==> src/hw/bus_mapper_params.svh <==
/*
 * Sizing constants for the bus mapper.
 * Included by every module that needs the region count, the register
 * count or the MCU vblank pulse length.
 */
`ifndef BUS_MAPPER_PARAMS_SVH
`define BUS_MAPPER_PARAMS_SVH

// address regions decoded by the mapper
`define BM_REGIONS 8

// byte registers seen by the CPU and the MCU
`define BM_REGS 32

// MCU vblank interrupt pulse, in clk cycles
`define BM_VINT_LEN 64

`endif

==> src/hw/bus_mapper_pkg.sv <==
/*
 * Shared types of the bus mapper: the CPU bus cycle, the MCU register
 * port, the per-region configuration and the bus master command.
 * Register map, byte addresses as seen by the MCU or CPU addr[5:1]:
 *   0,1 data hi/lo   2 control (b0 cpu reset, b1 halt)   3 sound out
 *   4 MCU ipl   5 command (01 write, 10 read)   7-9 read addr   10-12 write addr
 *   16+2r size/wait of region r   17+2r base of region r
 */
package bus_mapper_pkg;

    typedef struct packed {
        logic        as_n;
        logic        rnw;
        logic [1:0]  dsn;     // upper, lower strobes
        logic [2:0]  fc;
        logic [23:1] addr;    // word address
        logic [15:0] dout;    // data written by the CPU
    } cpu_bus_t;

    typedef struct packed {
        logic       acc;
        logic       wr;
        logic [4:0] addr;
        logic [7:0] dout;     // data written by the MCU
    } mcu_req_t;

    // size register kept as a byte and also decoded into fields
    typedef union packed {
        logic [7:0] raw;
        struct packed {
            logic [3:0] rsvd;
            logic [1:0] wait_code;  // 3 uses the external ack
            logic [1:0] size;       // 64k, 128k, 512k, 2M
        } f;
    } region_ctrl_u;

    typedef struct packed {
        logic [7:0]   base;
        region_ctrl_u ctrl;
    } region_cfg_t;

    typedef struct packed {
        logic        rd;          // one cycle pulse
        logic        wr;          // one cycle pulse
        logic [23:1] rd_addr;
        logic [23:1] wr_addr;
        logic [15:0] wr_data;
    } mem_cmd_t;

endpackage

==> src/hw/mapper_regs.sv <==
/*
 * Mapper register file. The CPU programs it while no region is active,
 * until the first MCU write hands control to the MCU for good.
 * Also holds the sound mailbox, the CPU reset/halt control, the command
 * pulses for the bus master and the MCU readback port.
 */
`timescale 1ns/1ps
`include "bus_mapper_params.svh"

module mapper_regs (
    input  logic                                       clk,
    input  logic                                       rst,
    input  bus_mapper_pkg::cpu_bus_t                   cpu,
    input  logic                                       region_none,
    input  bus_mapper_pkg::mcu_req_t                   mcu,
    input  logic                                       snd_wr,
    input  logic                                       snd_rd,
    input  logic [7:0]                                 snd_din,
    input  logic                                       rd_done,
    input  logic [15:0]                                rd_data,
    input  logic                                       bus_busy,
    input  logic                                       int_ack,
    output logic [7:0]                                 mcu_din,
    output logic [7:0]                                 snd_dout,
    output logic                                       snd_pbf,
    output logic                                       mcu_snd_int_n,
    output logic                                       cpu_rst,
    output logic                                       cpu_halt_n,
    output logic                                       mcu_mode,
    output logic [2:0]                                 ipl_reg,
    output bus_mapper_pkg::region_cfg_t [`BM_REGIONS-1:0] region_cfg,
    output bus_mapper_pkg::mem_cmd_t                   cmd
);
    localparam int REGION_BASE = `BM_REGS / 2;   // first size register

    logic [7:0] regs [0:`BM_REGS-1];
    logic       cpu_we;
    logic       mcu_we;
    logic       mcu_sel;
    logic       we;
    logic       we_l;
    logic [4:0] wsel;
    logic [7:0] wdata;
    logic       mcu_rd;
    logic       cmd_rd;
    logic       cmd_wr;
    logic       rst_aux;
    logic [7:0] snd_latch;

    assign cpu_we  = ~cpu.as_n & ~cpu.rnw & ~cpu.dsn[0] & region_none; // low byte only
    assign mcu_we  = mcu.acc & mcu.wr;
    assign mcu_sel = mcu_mode | mcu_we;   // an MCU write always wins
    assign we      = mcu_sel ? mcu_we : cpu_we;
    assign wsel    = mcu_sel ? mcu.addr : cpu.addr[5:1];
    assign wdata   = mcu_sel ? mcu.dout : cpu.dout[7:0];
    assign mcu_rd  = mcu.acc & ~mcu.wr;

    assign snd_dout   = regs[3];
    assign cpu_halt_n = ~regs[2][1];
    assign ipl_reg    = regs[4][2:0];

    always_ff @(posedge clk or posedge rst) begin
        if (rst) begin
            for (int i = 0; i < `BM_REGS; i++) begin
                regs[i] <= 8'h00;
            end
            regs[4]  <= 8'h07;   // no MCU interrupt level
            we_l     <= 1'b0;
            mcu_mode <= 1'b0;
            cmd_rd   <= 1'b0;
            cmd_wr   <= 1'b0;
            snd_pbf  <= 1'b0;
        end else begin
            we_l   <= we;
            cmd_rd <= 1'b0;
            cmd_wr <= 1'b0;
            if (mcu_we) mcu_mode <= 1'b1;   // sticky until reset
            if (we && !we_l) begin
                regs[wsel] <= wdata;
                if (wsel == 5'd3) snd_pbf <= 1'b1;
                if (wsel == 5'd5) begin
                    cmd_wr <= wdata[1:0] == 2'b01;
                    cmd_rd <= wdata[1:0] == 2'b10;
                end
            end
            if (snd_rd) snd_pbf <= 1'b0;
            if (rd_done) begin
                regs[0] <= rd_data[15:8];
                regs[1] <= rd_data[7:0];
            end
            if (int_ack) regs[4][2:0] <= 3'b111;
        end
    end

    // sound CPU to MCU direction
    always_ff @(posedge clk or posedge rst) begin
        if (rst) begin
            snd_latch     <= 8'h00;
            mcu_snd_int_n <= 1'b1;
        end else begin
            if (snd_wr) begin
                snd_latch     <= snd_din;
                mcu_snd_int_n <= 1'b0;
            end
            if (mcu_rd && mcu.addr[1:0] == 2'd3) mcu_snd_int_n <= 1'b1;
        end
    end

    // two stage reset to the CPU
    always_ff @(posedge clk or posedge rst) begin
        if (rst) begin
            rst_aux <= 1'b1;
            cpu_rst <= 1'b1;
        end else begin
            rst_aux <= regs[2][0];
            cpu_rst <= rst_aux;
        end
    end

    always_ff @(posedge clk) begin
        case (mcu.addr[1:0])
            2'd0: mcu_din <= regs[0];
            2'd1: mcu_din <= regs[1];
            2'd2: mcu_din <= {1'b0, bus_busy, 4'b0000, cpu_halt_n, ~cpu_rst};
            default: mcu_din <= snd_latch;
        endcase
    end

    always_comb begin
        for (int r = 0; r < `BM_REGIONS; r++) begin
            region_cfg[r].ctrl.raw = regs[REGION_BASE + 2 * r];
            region_cfg[r].base     = regs[REGION_BASE + 2 * r + 1];
        end
    end

    always_comb begin
        cmd.rd      = cmd_rd;
        cmd.wr      = cmd_wr;
        cmd.rd_addr = {regs[7][6:0], regs[8], regs[9]};
        cmd.wr_addr = {regs[10][6:0], regs[11], regs[12]};
        cmd.wr_data = {regs[0], regs[1]};
    end

endmodule

==> src/hw/region_decode.sv <==
/*
 * Address region decoder. Compares the top address bits against each
 * region base under its size code and returns a one-hot active vector,
 * lowest region first, together with the wait code of the winner.
 */
`timescale 1ns/1ps
`include "bus_mapper_params.svh"

module region_decode (
    input  logic [23:1]                                addr,
    input  logic [2:0]                                 fc,
    input  bus_mapper_pkg::region_cfg_t [`BM_REGIONS-1:0] region_cfg,
    output logic [`BM_REGIONS-1:0]                     active,
    output logic [1:0]                                 wait_code
);

    always_comb begin
        logic       found;
        logic       hit;
        logic [7:0] base;

        found     = 1'b0;
        hit       = 1'b0;
        base      = 8'h00;
        active    = '0;
        wait_code = 2'd0;
        for (int r = 0; r < `BM_REGIONS; r++) begin
            base = region_cfg[r].base;
            case (region_cfg[r].ctrl.f.size)
                2'd0: hit = addr[23:16] == base;          // 64 kB
                2'd1: hit = addr[23:17] == base[7:1];     // 128 kB
                2'd2: hit = addr[23:19] == base[7:3];     // 512 kB
                default: hit = addr[23:21] == base[7:5];  // 2 MB
            endcase
            if (hit && !found) begin
                active[r] = 1'b1;
                wait_code = region_cfg[r].ctrl.f.wait_code;
                found     = 1'b1;
            end
        end
        // interrupt acknowledge space never selects memory
        if (fc == 3'b111) begin
            active    = '0;
            wait_code = 2'd0;
        end
    end

endmodule

==> src/hw/dtack_timer.sv <==
/*
 * DTACK generator. A bus cycle that hits a region gets DTACK after
 * wait_code+1 clocks, or from the external acknowledge for code 3.
 * DTACK is released on the first edge that sees AS high.
 */
`timescale 1ns/1ps

module dtack_timer (
    input  logic       clk,
    input  logic       rst,
    input  logic       as_n,
    input  logic       region_hit,
    input  logic [1:0] wait_code,
    input  logic       ext_ack_n,
    output logic       dtack_n
);
    logic       in_cyc;   // accepted cycle is counting
    logic [1:0] cnt;

    always_ff @(posedge clk or posedge rst) begin
        if (rst) begin
            dtack_n <= 1'b1;
            in_cyc  <= 1'b0;
            cnt     <= 2'd0;
        end else if (as_n) begin
            dtack_n <= 1'b1;
            in_cyc  <= 1'b0;
            cnt     <= 2'd0;
        end else if (!in_cyc) begin
            in_cyc <= region_hit;   // unmapped cycles get no DTACK
            cnt    <= 2'd0;
        end else if (wait_code == 2'd3) begin
            dtack_n <= ext_ack_n;
        end else if (cnt == wait_code) begin
            dtack_n <= 1'b0;
        end else begin
            cnt <= cnt + 2'd1;
        end
    end

endmodule

==> src/hw/mcu_bus_master.sv <==
/*
 * Bus master for MCU commanded single word accesses. Requests the main
 * bus, takes it once granted and the CPU has left its cycle, runs one
 * read or write of at least 3 clocks and hands the bus back.
 */
`timescale 1ns/1ps

module mcu_bus_master (
    input  logic                     clk,
    input  logic                     rst,
    input  bus_mapper_pkg::mem_cmd_t cmd,
    input  logic                     bg_n,
    input  logic                     cpu_as_n,
    input  logic                     mem_busy,
    input  logic [15:0]              bus_dout,
    output logic                     br_n,
    output logic                     bgack_n,
    output logic                     owns_bus,
    output logic [23:1]              m_addr,
    output logic                     m_rnw,
    output logic                     rd_done,
    output logic [15:0]              rd_data,
    output logic                     busy
);
    typedef enum logic [1:0] {
        ST_IDLE,
        ST_REQ,
        ST_HOLD,
        ST_REL
    } state_t;

    state_t     state;
    logic       is_rd;
    logic [1:0] hold_cnt;

    assign owns_bus = state == ST_HOLD;
    assign busy     = state != ST_IDLE;
    assign m_rnw    = is_rd;
    assign m_addr   = is_rd ? cmd.rd_addr : cmd.wr_addr;

    always_ff @(posedge clk or posedge rst) begin
        if (rst) begin
            state    <= ST_IDLE;
            br_n     <= 1'b1;
            bgack_n  <= 1'b1;
            is_rd    <= 1'b0;
            hold_cnt <= 2'd0;
            rd_done  <= 1'b0;
        end else begin
            rd_done <= 1'b0;
            case (state)
                ST_IDLE: if (cmd.rd || cmd.wr) begin
                    is_rd <= cmd.rd;
                    br_n  <= 1'b0;
                    state <= ST_REQ;
                end
                ST_REQ: if (!bg_n && cpu_as_n) begin   // CPU off the bus
                    bgack_n  <= 1'b0;
                    hold_cnt <= 2'd2;
                    state    <= ST_HOLD;
                end
                ST_HOLD: begin
                    if (hold_cnt != 2'd0) begin
                        hold_cnt <= hold_cnt - 2'd1;
                    end else if (!mem_busy) begin
                        rd_done <= is_rd;
                        bgack_n <= 1'b1;
                        br_n    <= 1'b1;
                        state   <= ST_REL;
                    end
                end
                default: state <= ST_IDLE;   // one idle clock for the grant to drop
            endcase
        end
    end

    always_ff @(posedge clk) begin
        if (state == ST_HOLD && hold_cnt == 2'd0 && !mem_busy) rd_data <= bus_dout;
    end

endmodule

==> src/hw/irq_ctrl.sv <==
/*
 * Vertical blank interrupts. The CPU gets a level 4 request until it
 * acknowledges, or the MCU level once the MCU has taken control.
 * The MCU sees a fixed length low pulse on every vblank edge.
 */
`timescale 1ns/1ps
`include "bus_mapper_params.svh"

module irq_ctrl (
    input  logic       clk,
    input  logic       rst,
    input  logic       vint,
    input  logic       int_ack,
    input  logic       mcu_mode,
    input  logic [2:0] ipl_reg,
    output logic [2:0] cpu_ipl_n,
    output logic       mcu_vint_n
);
    localparam int CW = $clog2(`BM_VINT_LEN);

    logic          vint_l;
    logic          vint_rise;
    logic          irq_n;
    logic [CW-1:0] vcnt;

    assign vint_rise = vint & ~vint_l;
    assign cpu_ipl_n = mcu_mode ? ipl_reg : {irq_n, 2'b11};

    always_ff @(posedge clk or posedge rst) begin
        if (rst) begin
            vint_l     <= 1'b0;
            irq_n      <= 1'b1;
            mcu_vint_n <= 1'b1;
            vcnt       <= '0;
        end else begin
            vint_l <= vint;
            if (int_ack) begin
                irq_n <= 1'b1;
            end else if (vint_rise) begin
                irq_n <= 1'b0;   // level 4
            end
            if (vint_rise) begin
                mcu_vint_n <= 1'b0;
                vcnt       <= CW'(`BM_VINT_LEN - 1);
            end else if (vcnt != '0) begin
                vcnt <= vcnt - CW'(1);
            end else begin
                mcu_vint_n <= 1'b1;
            end
        end
    end

endmodule

==> src/hw/bus_mapper_top.sv <==
/*
 * Programmable memory mapper top level. Decodes the 68000 bus into
 * regions, paces DTACK, routes interrupts, and lets the MCU program the
 * mapper and borrow the main bus for single word accesses.
 */
`timescale 1ns/1ps
`include "bus_mapper_params.svh"

module bus_mapper_top (
    input  logic                    clk,
    input  logic                    rst,
    input  bus_mapper_pkg::cpu_bus_t cpu,
    input  logic                    ext_ack_n,
    input  logic                    bg_n,
    input  logic                    vint,
    input  bus_mapper_pkg::mcu_req_t mcu,
    input  logic                    snd_wr,
    input  logic                    snd_rd,
    input  logic [7:0]              snd_din,
    input  logic                    mem_busy,
    input  logic [15:0]             bus_dout,
    output logic                    dtack_n,
    output logic                    br_n,
    output logic                    bgack_n,
    output logic [2:0]              cpu_ipl_n,
    output logic                    cpu_vpa_n,
    output logic                    cpu_rst,
    output logic                    cpu_halt_n,
    output logic [`BM_REGIONS-1:0]  active,
    output logic [23:1]             addr_out,
    output logic [15:0]             bus_din,
    output logic                    bus_rnw,
    output logic                    bus_as_n,
    output logic [7:0]              snd_dout,
    output logic                    snd_pbf,
    output logic [7:0]              mcu_din,
    output logic [1:0]              mcu_intn
);
    import bus_mapper_pkg::*;

    region_cfg_t [`BM_REGIONS-1:0] region_cfg;
    mem_cmd_t    cmd;
    logic        int_ack;
    logic        mcu_mode;
    logic [2:0]  ipl_reg;
    logic [1:0]  wait_code;
    logic        owns_bus;
    logic [23:1] m_addr;
    logic        m_rnw;
    logic        rd_done;
    logic [15:0] rd_data;
    logic        bus_busy;
    logic        mcu_snd_int_n;
    logic        mcu_vint_n;

    assign int_ack   = &cpu.fc & ~cpu.as_n;   // autovectored
    assign cpu_vpa_n = ~int_ack;
    assign mcu_intn  = {mcu_snd_int_n, mcu_vint_n};

    // bus master overrides the CPU while it holds the bus
    assign addr_out = owns_bus ? m_addr : cpu.addr;
    assign bus_din  = owns_bus ? cmd.wr_data : cpu.dout;
    assign bus_rnw  = owns_bus ? m_rnw : cpu.rnw;
    assign bus_as_n = owns_bus ? 1'b0 : cpu.as_n;

    mapper_regs u_regs (
        .clk(clk), .rst(rst), .cpu(cpu), .region_none(~|active), .mcu(mcu),
        .snd_wr(snd_wr), .snd_rd(snd_rd), .snd_din(snd_din),
        .rd_done(rd_done), .rd_data(rd_data), .bus_busy(bus_busy), .int_ack(int_ack),
        .mcu_din(mcu_din), .snd_dout(snd_dout), .snd_pbf(snd_pbf),
        .mcu_snd_int_n(mcu_snd_int_n), .cpu_rst(cpu_rst), .cpu_halt_n(cpu_halt_n),
        .mcu_mode(mcu_mode), .ipl_reg(ipl_reg), .region_cfg(region_cfg), .cmd(cmd)
    );

    region_decode u_decode (
        .addr(addr_out), .fc(cpu.fc), .region_cfg(region_cfg),
        .active(active), .wait_code(wait_code)
    );

    dtack_timer u_dtack (
        .clk(clk), .rst(rst), .as_n(cpu.as_n), .region_hit(|active),
        .wait_code(wait_code), .ext_ack_n(ext_ack_n), .dtack_n(dtack_n)
    );

    mcu_bus_master u_master (
        .clk(clk), .rst(rst), .cmd(cmd), .bg_n(bg_n), .cpu_as_n(cpu.as_n),
        .mem_busy(mem_busy), .bus_dout(bus_dout), .br_n(br_n), .bgack_n(bgack_n),
        .owns_bus(owns_bus), .m_addr(m_addr), .m_rnw(m_rnw),
        .rd_done(rd_done), .rd_data(rd_data), .busy(bus_busy)
    );

    irq_ctrl u_irq (
        .clk(clk), .rst(rst), .vint(vint), .int_ack(int_ack), .mcu_mode(mcu_mode),
        .ipl_reg(ipl_reg), .cpu_ipl_n(cpu_ipl_n), .mcu_vint_n(mcu_vint_n)
    );

endmodule

==> config.mk <==
export PLATFORM = sky130hd
export DESIGN_NAME = bus_mapper_top
export DESIGN_NICKNAME = d
export VERILOG_FILES = /design/src/hw/bus_mapper_pkg.sv /design/src/hw/mapper_regs.sv /design/src/hw/region_decode.sv /design/src/hw/dtack_timer.sv /design/src/hw/mcu_bus_master.sv /design/src/hw/irq_ctrl.sv /design/src/hw/bus_mapper_top.sv
export VERILOG_INCLUDE_DIRS = /design/src /design/src/hw
export SDC_FILE = /design/constraint.sdc
export NUM_CORES = 1
export LEC_CHECK = 0
export ABC_AREA = 1
export BUFFER_PORTS_ARGS = -buffer_cell sky130_fd_sc_hd__buf_2
export CAP_MARGIN = 10
export CORE_ASPECT_RATIO = 1.75
export CORE_UTILIZATION = 46
export DETAILED_ROUTE_END_ITERATION = 16
export GPL_TIMING_DRIVEN = 1
export HOLD_SLACK_MARGIN = 0.12
export PLACE_DENSITY = 0.74
export SYNTH_ARGS = -nofsm -noshare
export SYNTH_HDL_FRONTEND = slang
export SYNTH_SLANG_ARGS = --single-unit
==> constraint.sdc <==
create_clock -name clk -period 8 [get_ports clk]
set_input_delay 0.4 -clock clk [delete_from_list [all_inputs] [get_ports clk]]
set_output_delay 0.4 -clock clk [all_outputs]
set_load 0.1 [all_outputs]
Word-level counts from Yosys, hierarchy flattened
Cells that the tools add are included.
{"block": "classes", "n_reduce_logical": 60, "n_lt_le_gt_ge": 2, "bitwise_logic": 17, "addsub": 3, "n_eq_ne": 68, "muxes": 89}
{"cell": "bitwise mux 256 bit", "count": 1}
{"cell": "two-way mux 256 bit", "count": 1}
{"cell": "== test 8 bit", "count": 8}
{"cell": "== test 7 bit", "count": 8}
{"cell": "two-way mux 23 bit", "count": 2}
{"cell": "two-way mux 1 bit", "count": 43}
{"cell": "demux 8 bit (select 5 bit)", "count": 1}
{"cell": "== test 5 bit", "count": 8}
{"cell": "two-way mux 2 bit", "count": 18}
{"cell": "two-way mux 16 bit", "count": 2}
{"cell": "== test 2 bit, second input constant", "count": 13}
{"cell": "== test 3 bit", "count": 8}
{"cell": "two-way mux 8 bit", "count": 3}
{"cell": "case mux 1 bit (3 select lines)", "count": 8}
{"cell": "case mux 8 bit (3 select lines)", "count": 1}
{"cell": "nonzero test 2 bit", "count": 12}
{"cell": "== test 2 x 1 -> 1 bit, second input constant", "count": 11}
{"cell": "logical NOT 2 bit", "count": 11}
{"cell": "logical AND 1 bit", "count": 13}
{"cell": "two-way mux 6 bit", "count": 2}
{"cell": "AND reduction 4 bit", "count": 3}
{"cell": "logical NOT 1 bit", "count": 11}
{"cell": "inequality test 2 x 1 -> 1 bit, second input constant", "count": 4}
{"cell": "inverter 1 bit", "count": 8}
{"cell": "other kinds (25)", "count": 39}
{"block": "totals", "regBits": 317, "input_bits": 93, "out_inout_bits": 77, "wordCells": 296}

Depth between registers and ports, before layout
{"block": "depth", "ltp_word": 34, "ltp_mapped": 26, "depth_no_buf": 25}

Modules after synthesis
A second synthesis with hierarchy kept.
{"block": "hier_totals", "cells_unflattened": 1826, "hier_area_um2": 14940.6}
{"mod": "mapper_regs", "cells_per_inst": 1111, "seq_area_each_um2": 5647.9, "instances": 1, "area_per_inst_um2": 10488.8}
{"mod": "region_decode", "cells_per_inst": 304, "seq_area_each_um2": 0.0, "instances": 1, "area_per_inst_um2": 1535.2}
{"mod": "mcu_bus_master", "cells_per_inst": 152, "seq_area_each_um2": 683.2, "instances": 1, "area_per_inst_um2": 1306.3}
{"mod": "bus_mapper_top", "cells_per_inst": 151, "seq_area_each_um2": 0.0, "instances": 1, "area_per_inst_um2": 835.8}
{"mod": "irq_ctrl", "cells_per_inst": 68, "seq_area_each_um2": 227.7, "instances": 1, "area_per_inst_um2": 508.0}
{"mod": "dtack_timer", "cells_per_inst": 40, "seq_area_each_um2": 101.3, "instances": 1, "area_per_inst_um2": 266.5}

Worst setup path before layout
No wires, ideal clock.
{"block": "synth_path", "path_type": "reg-to-output", "from": "reg u_master.state[0]", "to": "out active[4]", "n_path_buf": 1, "stages_incl_launch_ff": 16, "arrival_time_ns": 4.349, "setup_slack_ns": 3.251, "required_ns": 7.600, "path_cell_list": "dfrtp_1 -> inv_1 -> ha_1 -> buf_4 -> nand3_1 -> nand2_1 -> nand2_1 -> nand2_1 -> nor2_1 -> nand2_2 -> nand2_4 -> nand2_4 -> nand3_2 -> inv_1 -> nand2_1 -> nor3_1"}
{"block": "synth_via", "elab_chain_cells": 18, "word_cells_on_any_way": 41, "cone_classes": "eq/ne: 21; mux: 12; reduce/logical: 8"}
{"element": "start: declaration", "line_no": "mcu_bus_master.sv:32", "rtl": "state_t state;"}
{"element": "start signal: assignment", "line_no": "mcu_bus_master.sv:43", "rtl": "state <= ST_IDLE;"}
{"element": "start signal: assignment", "line_no": "mcu_bus_master.sv:55", "rtl": "state <= ST_REQ;"}
{"element": "start signal: assignment", "line_no": "mcu_bus_master.sv:60", "rtl": "state <= ST_HOLD;"}
{"element": "== test 2 bit *", "line_no": "mcu_bus_master.sv:36", "rtl": "assign owns_bus = state == ST_HOLD;"}
{"element": "net owns_bus", "line_no": "bus_mapper_top.sv:47", "rtl": "logic owns_bus;"}
{"element": "two-way mux 23 bit *", "line_no": "bus_mapper_top.sv:61", "rtl": "assign addr_out = owns_bus ? m_addr : cpu.addr;"}
{"element": "net addr_out (one bit)", "line_no": "bus_mapper_top.sv:30", "rtl": "output logic [23:1] addr_out,"}
{"element": "== test 8 bit / == test 7 bit (equally long branches)", "line_no": "region_decode.sv:30, region_decode.sv:31"}
{"element": "case mux 1 bit (3 select lines)", "line_no": "region_decode.sv:29", "rtl": "case (region_cfg[r].ctrl.f.size)"}
{"element": "two-way mux 1 bit", "line_no": "region_decode.sv:35", "rtl": "if (hit && !found) begin"}
{"element": "logical NOT 1 bit", "line_no": "region_decode.sv:35"}
{"element": "[4 not listed]"}
{"element": "two-way mux 1 bit", "line_no": "region_decode.sv:35"}
{"element": "logical NOT 1 bit", "line_no": "region_decode.sv:35"}
{"element": "logical AND 1 bit", "line_no": "region_decode.sv:35"}
{"element": "two-way mux 1 bit", "line_no": "region_decode.sv:35"}
{"element": "logical NOT 1 bit", "line_no": "region_decode.sv:35"}
{"element": "logical AND 1 bit *", "line_no": "region_decode.sv:35"}
{"element": "two-way mux 1 bit *", "line_no": "region_decode.sv:35"}
{"element": "two-way mux 8 bit *", "line_no": "region_decode.sv:42", "rtl": "if (fc == 3'b111) begin"}
{"element": "end: declaration", "line_no": "bus_mapper_top.sv:29", "rtl": "output logic [`BM_REGIONS-1:0] active,"}
Mark *: on every way through the listed nets, which the timed path passes. The rest lies on a longest branch.

Final worst setup path
{"block": "layout_path", "from": "reg u_master.state[0]", "to": "reg u_regs.regs (netlist bit u_regs.cmd[20])"}
{"block": "layout_via", "elab_chain_cells": 32, "word_cells_on_any_way": 76, "cone_classes": "eq/ne: 33; mux: 25; bitwise: 1; reduce/logical: 17"}
{"element": "== test 2 bit *", "line_no": "mcu_bus_master.sv:36"}
{"element": "net owns_bus", "line_no": "bus_mapper_top.sv:47"}
{"element": "two-way mux 23 bit *", "line_no": "bus_mapper_top.sv:61"}
{"element": "== test 8 bit (tied with other cells)", "line_no": "region_decode.sv:30", "rtl": "2'd0: hit = addr[23:16] == base;"}
{"element": "case mux 1 bit (3 select lines)", "line_no": "region_decode.sv:29"}
{"element": "two-way mux 1 bit", "line_no": "region_decode.sv:35"}
{"element": "logical NOT 1 bit", "line_no": "region_decode.sv:35"}
{"element": "logical AND 1 bit", "line_no": "region_decode.sv:35"}
{"element": "[18 not listed]"}
{"element": "two-way mux 1 bit", "line_no": "region_decode.sv:35"}
{"element": "two-way mux 8 bit *", "line_no": "region_decode.sv:42"}
{"element": "OR reduction 8 bit *", "line_no": "bus_mapper_top.sv:67", "rtl": ".clk(clk), .rst(rst), .cpu(cpu), .region_none(~|active), .mcu(mcu),"}
{"element": "logical NOT 1 bit *", "line_no": "bus_mapper_top.sv:67"}
{"element": "bitwise AND 1 bit *", "line_no": "mapper_regs.sv:50", "rtl": "assign cpu_we = ~cpu.as_n & ~cpu.rnw & ~cpu.dsn[0] & region_none;"}
{"element": "two-way mux 1 bit *", "line_no": "mapper_regs.sv:53", "rtl": "assign we = mcu_sel ? mcu_we : cpu_we;"}
{"element": "net u_regs.we", "line_no": "mapper_regs.sv:40", "rtl": "logic we;"}
{"element": "logical AND 1 bit *", "line_no": "mapper_regs.sv:78", "rtl": "if (we && !we_l) begin"}
{"element": "end signal: indexed assignment", "line_no": "mapper_regs.sv:79", "rtl": "regs[wsel] <= wdata;"}
{"element": "end: declaration", "line_no": "mapper_regs.sv:36", "rtl": "logic [7:0] regs [0:`BM_REGS-1];"}
Marks and branches as above.
A chain may end at the register's enable or synchronous reset.

==> out/results.ini <==
[place]
gp_congestion = 0.8678
dp_hpwl_um = 22440
io_buffer_count = 168
placed_cell_area_um2 = 12740
placedCellCount = 1869

[cts]
cts_tree = yes
htree_num_levels = 1
cts_inserted_buffers = 22
cts_resized = 0
root_buffer = clkbuf_16
clkTransAtPathRegs_ns = 0.07
clock-sinks = 232
clk_path_buf_depth = 3
clock_latency_ns = 0.51

[synthesis]
synth_seq_area_share = 0.4971
postSynthAreaPerCell_um2 = 8.179
synth_area_leader_cell = dfrtp_1
synthDominantCellAreaShare = 0.4183
yosysMostFrequentCell = nand2_1
netlist_top_cells_area = dfrtp_1 (42%), nand2_1 (14%), o21ai_0 (7.3%)
synth_edf_count = 16
synth_commonest_cells = nand2_1 (454), dfrtp_1 (197), o21ai_0 (172)
synth_ff_type = dfrtp_1
synth_nets = 1540
synth-async-reset-ratio = 0.8966
synth-seq-cells = 232
yosysUniqueCellTypes = 46
syn_area_um2 = 11790
syn-instance-count = 1441
yosysWarnings = 0

[global_route]
antenna_found_initial = 0
grt_pass1_vias = 10059
grt_pass1_wl_um = 51810
grt_max_degree = 136
grt_remaining_overflow = 0
grt_usage = 0.2582

[floorplan]
core.rowCount = 77
die_area_um2 = 26290
ios = 170
initial_core_util = 0.4669
die_h_um = 213.8
core_um2 = 25240
die_w_um = 123

[cells_and_area]
drive_above_1_share = 0.1893
num-fill-cells = 2307
largest_reg_flops = 96
ff_latch_area_um2 = 5859
stdcell_area_um2 = 13750
fin_cells = 1938
multi_input_area_um2 = 5141
area_delta_synth_final_pct = 16.65
diodes = 0
nNetsFinal = 1705

[detailed_routing]
ant_nets = 0
wl_per_cell_um = 16.95
drt-initial-drc-count = 760
firstDrtPassIters = 5
route.detailed.drc = 0
routed_wl_um = 32860
vias_per_cell = 5.289
vias = 10250

[sta]
finalMaxSlewViolations = 0
fin_setup_tns_ns = 0
setup_viol = 0
max_freq_mhz = 202.9
rsz0062_at_grt = false
hold_violations = 0
fin_crit_ns = 4.928
fin_crit_sh = 0.6160
skew_ns = 0.01568
slew_headroom = 0.2745
tightest_slew_ns = 1.086

[power]
ir_drop_mv = 0.2434
clkPwrFrac = 0.241
combPwrFrac = 0.423
internal_power_mw = 2.374
switching_share = 0.4554
powerDensity_nw_per_um2 = 317.0
p_switching_mw = 1.985
sequentialPowerShare = 0.337
power_leakage_nw = 6.769

[critical_path]
cpPeakStageDelay_ns = 0.59
endpoint_kind = flip-flop
crit_path_start_kind = flip-flop
path_delay_family = simple AND/OR/NAND/NOR gates
path_cells = inv_1 > ha_2 > inv_2 > nand2_1 > nand2_4 > xnor2_1 > o21a_1 > o21ai_1 > nand3_2 > o21ai_2 > nand2_2 > o21ai_2 > nand2_4 > nor2_2 > nand3_1 > o21ai_0
path_class = flip-flop to flip-flop
cp.required_ns = 8.40
crit_arrival_ns = 5.33
worstPathMaxFanout = 42
worst-path-buf-inv = 2
crit_slowest_cell = inv_2

[worst_hold_path]
hp-class = primary input to asynchronous set/reset pin

[job]
maxCapViolCount = 0

[outcome]
outcome = completed

[metrics by stage]
stage | util | hold WS, ns | power [mW] | setup slack [ns]
final | 0.5447 | 0.05242 | 4.359 | 3.072
after global routing | 0.5447 | 0.1326 | 4.570 | 2.598
after CTS | 0.5443 | 0.1236 | 4.370 | 3.010
after detailed placement | 0.5049 | 0.3521 | 3.312 | 3.046
after global placement | 0.5049 | 0.3478 | 3.279 | 3.164
after floorplan | - | 0.3452 | 2.971 | 1.937
[path summary, 6_finish.rpt]
kind                                                from  slack [ns]  cells after the start                     endpoint
min reg2reg                     u_regs.rst_aux$_DFF_PP1_        0.36                      0     u_regs.cpu_rst$_DFF_PP1_
max in group asynchronous                            rst        6.37                      3   u_regs.cmd[25]$_DFFE_PP0P_
min                                                  rst        0.05                      2   u_regs.cmd[48]$_DFFE_PP0P_
min in group clk                               ext_ack_n        0.13                      3  u_dtack.dtack_n$_DFFE_PP1P_
max reg2reg                u_master.state[0]$_DFFE_PP0P_        3.07                     16   u_regs.cmd[20]$_DFFE_PP0P_
max                        u_master.state[0]$_DFFE_PP0P_        3.07                     16   u_regs.cmd[20]$_DFFE_PP0P_
[cell usage in the layout, fill, tap and decap left out, types with 2 or more instances in the layout]
cell | synthesis | routed
a21oi_1 | 12 | 12
a31oi_1 | 2 | 2
buf_2 | 5 | 168
buf_4 | 18 | 8
clkbuf_1 | 29 | 7
clkbuf_16 | 0 | 23
clkbuf_8 | 0 | 4
clkinv_2 | 0 | 4
dfrtp_1 | 197 | 197
dfstp_2 | 11 | 11
dfxtp_1 | 8 | 8
dlygate4sd3_1 | 8 | 29
edfxtp_1 | 16 | 16
ha_1 | 6 | 5
inv_1 | 112 | 111
inv_8 | 1 | 2
nand2_1 | 454 | 454
nand2_2 | 7 | 7
nand2_4 | 15 | 15
nand3_1 | 86 | 86
nand3_2 | 8 | 8
nand3b_1 | 15 | 15
nand4_1 | 20 | 20
nor2_1 | 90 | 90
nor2_2 | 2 | 2
nor3_1 | 11 | 11
nor4_1 | 2 | 2
o211ai_1 | 6 | 6
o21a_1 | 2 | 2
o21ai_0 | 172 | 168
o21ai_1 | 31 | 30
o21ai_2 | 30 | 32
o21ai_4 | 0 | 3
or2_1 | 2 | 2
or2_2 | 6 | 6
or2_4 | 3 | 3
xnor2_1 | 33 | 33
xor2_1 | 5 | 5
[worst register-to-register path: cells and delay by family, from the launching register on]
| kind | cells | cell delay, ns |
|---|---|---|
| AOI/OAI and AO/OA | 5 | 1.29 |
| xor gates and xnor gates | 1 | 0.10 |
| adders and majority gates | 1 | 0.19 |
| buffers and inverters | 2 | 0.67 |
| DFF | 1 | 0.38 |
| and+or+nand+nor | 7 | 2.19 |
[power by group through the flow]
stage | sequential [mW] | combinational, mW | clock (mW)
floorplan | 1.56 | 1.42 | 0
global placement | 1.48 | 1.80 | 0
detailed placement | 1.49 | 1.83 | 0
CTS | 1.47 | 1.84 | 1.06
global route | 1.49 | 1.98 | 1.10
finish | 1.47 | 1.84 | 1.05
[kinds of logic after synthesis]
| kind of cell | Yosys count | share of synthesized area |
|---|---|---|
| flops | 232 | 0.4971 |
| simple gates | 725 | 0.2729 |
| xor+xnor | 38 | 0.02824 |
| fa+ha+maj | 6 | 0.006369 |
| compound gates | 258 | 0.1220 |
| mux | 3 | 0.002654 |
| buf+inv | 179 | 0.07070 |
[area by class of cell]
cell class,instances,share of cell area
flip-flops and latches,232,0.4262
multi-input cells,1030,0.3740
repair buffers,205,0.08664
clock buffers,34,0.04778
inverters,115,0.03249
well taps,316,0.02876
clock inverters,6,0.004186
[metal layers]
layer | vias to the layer above | GRT usage | wire [um]
li1 | 4986 | - | -
met1 | 4814 | 0.2903 | 12120
met2 | 344 | 0.4630 | 17070
met3 | 106 | 0.02580 | 1599
met4 | 0 | 0.1604 | 2062
met5 | - | 0 | 0
[timing repair]
item	CTS	global route
hold buffers	28	1
setup buffers	0	0
setup endpoints to repair	0	0
hold endpoints to repair	27	1
(Power assumes the default switching activity.)
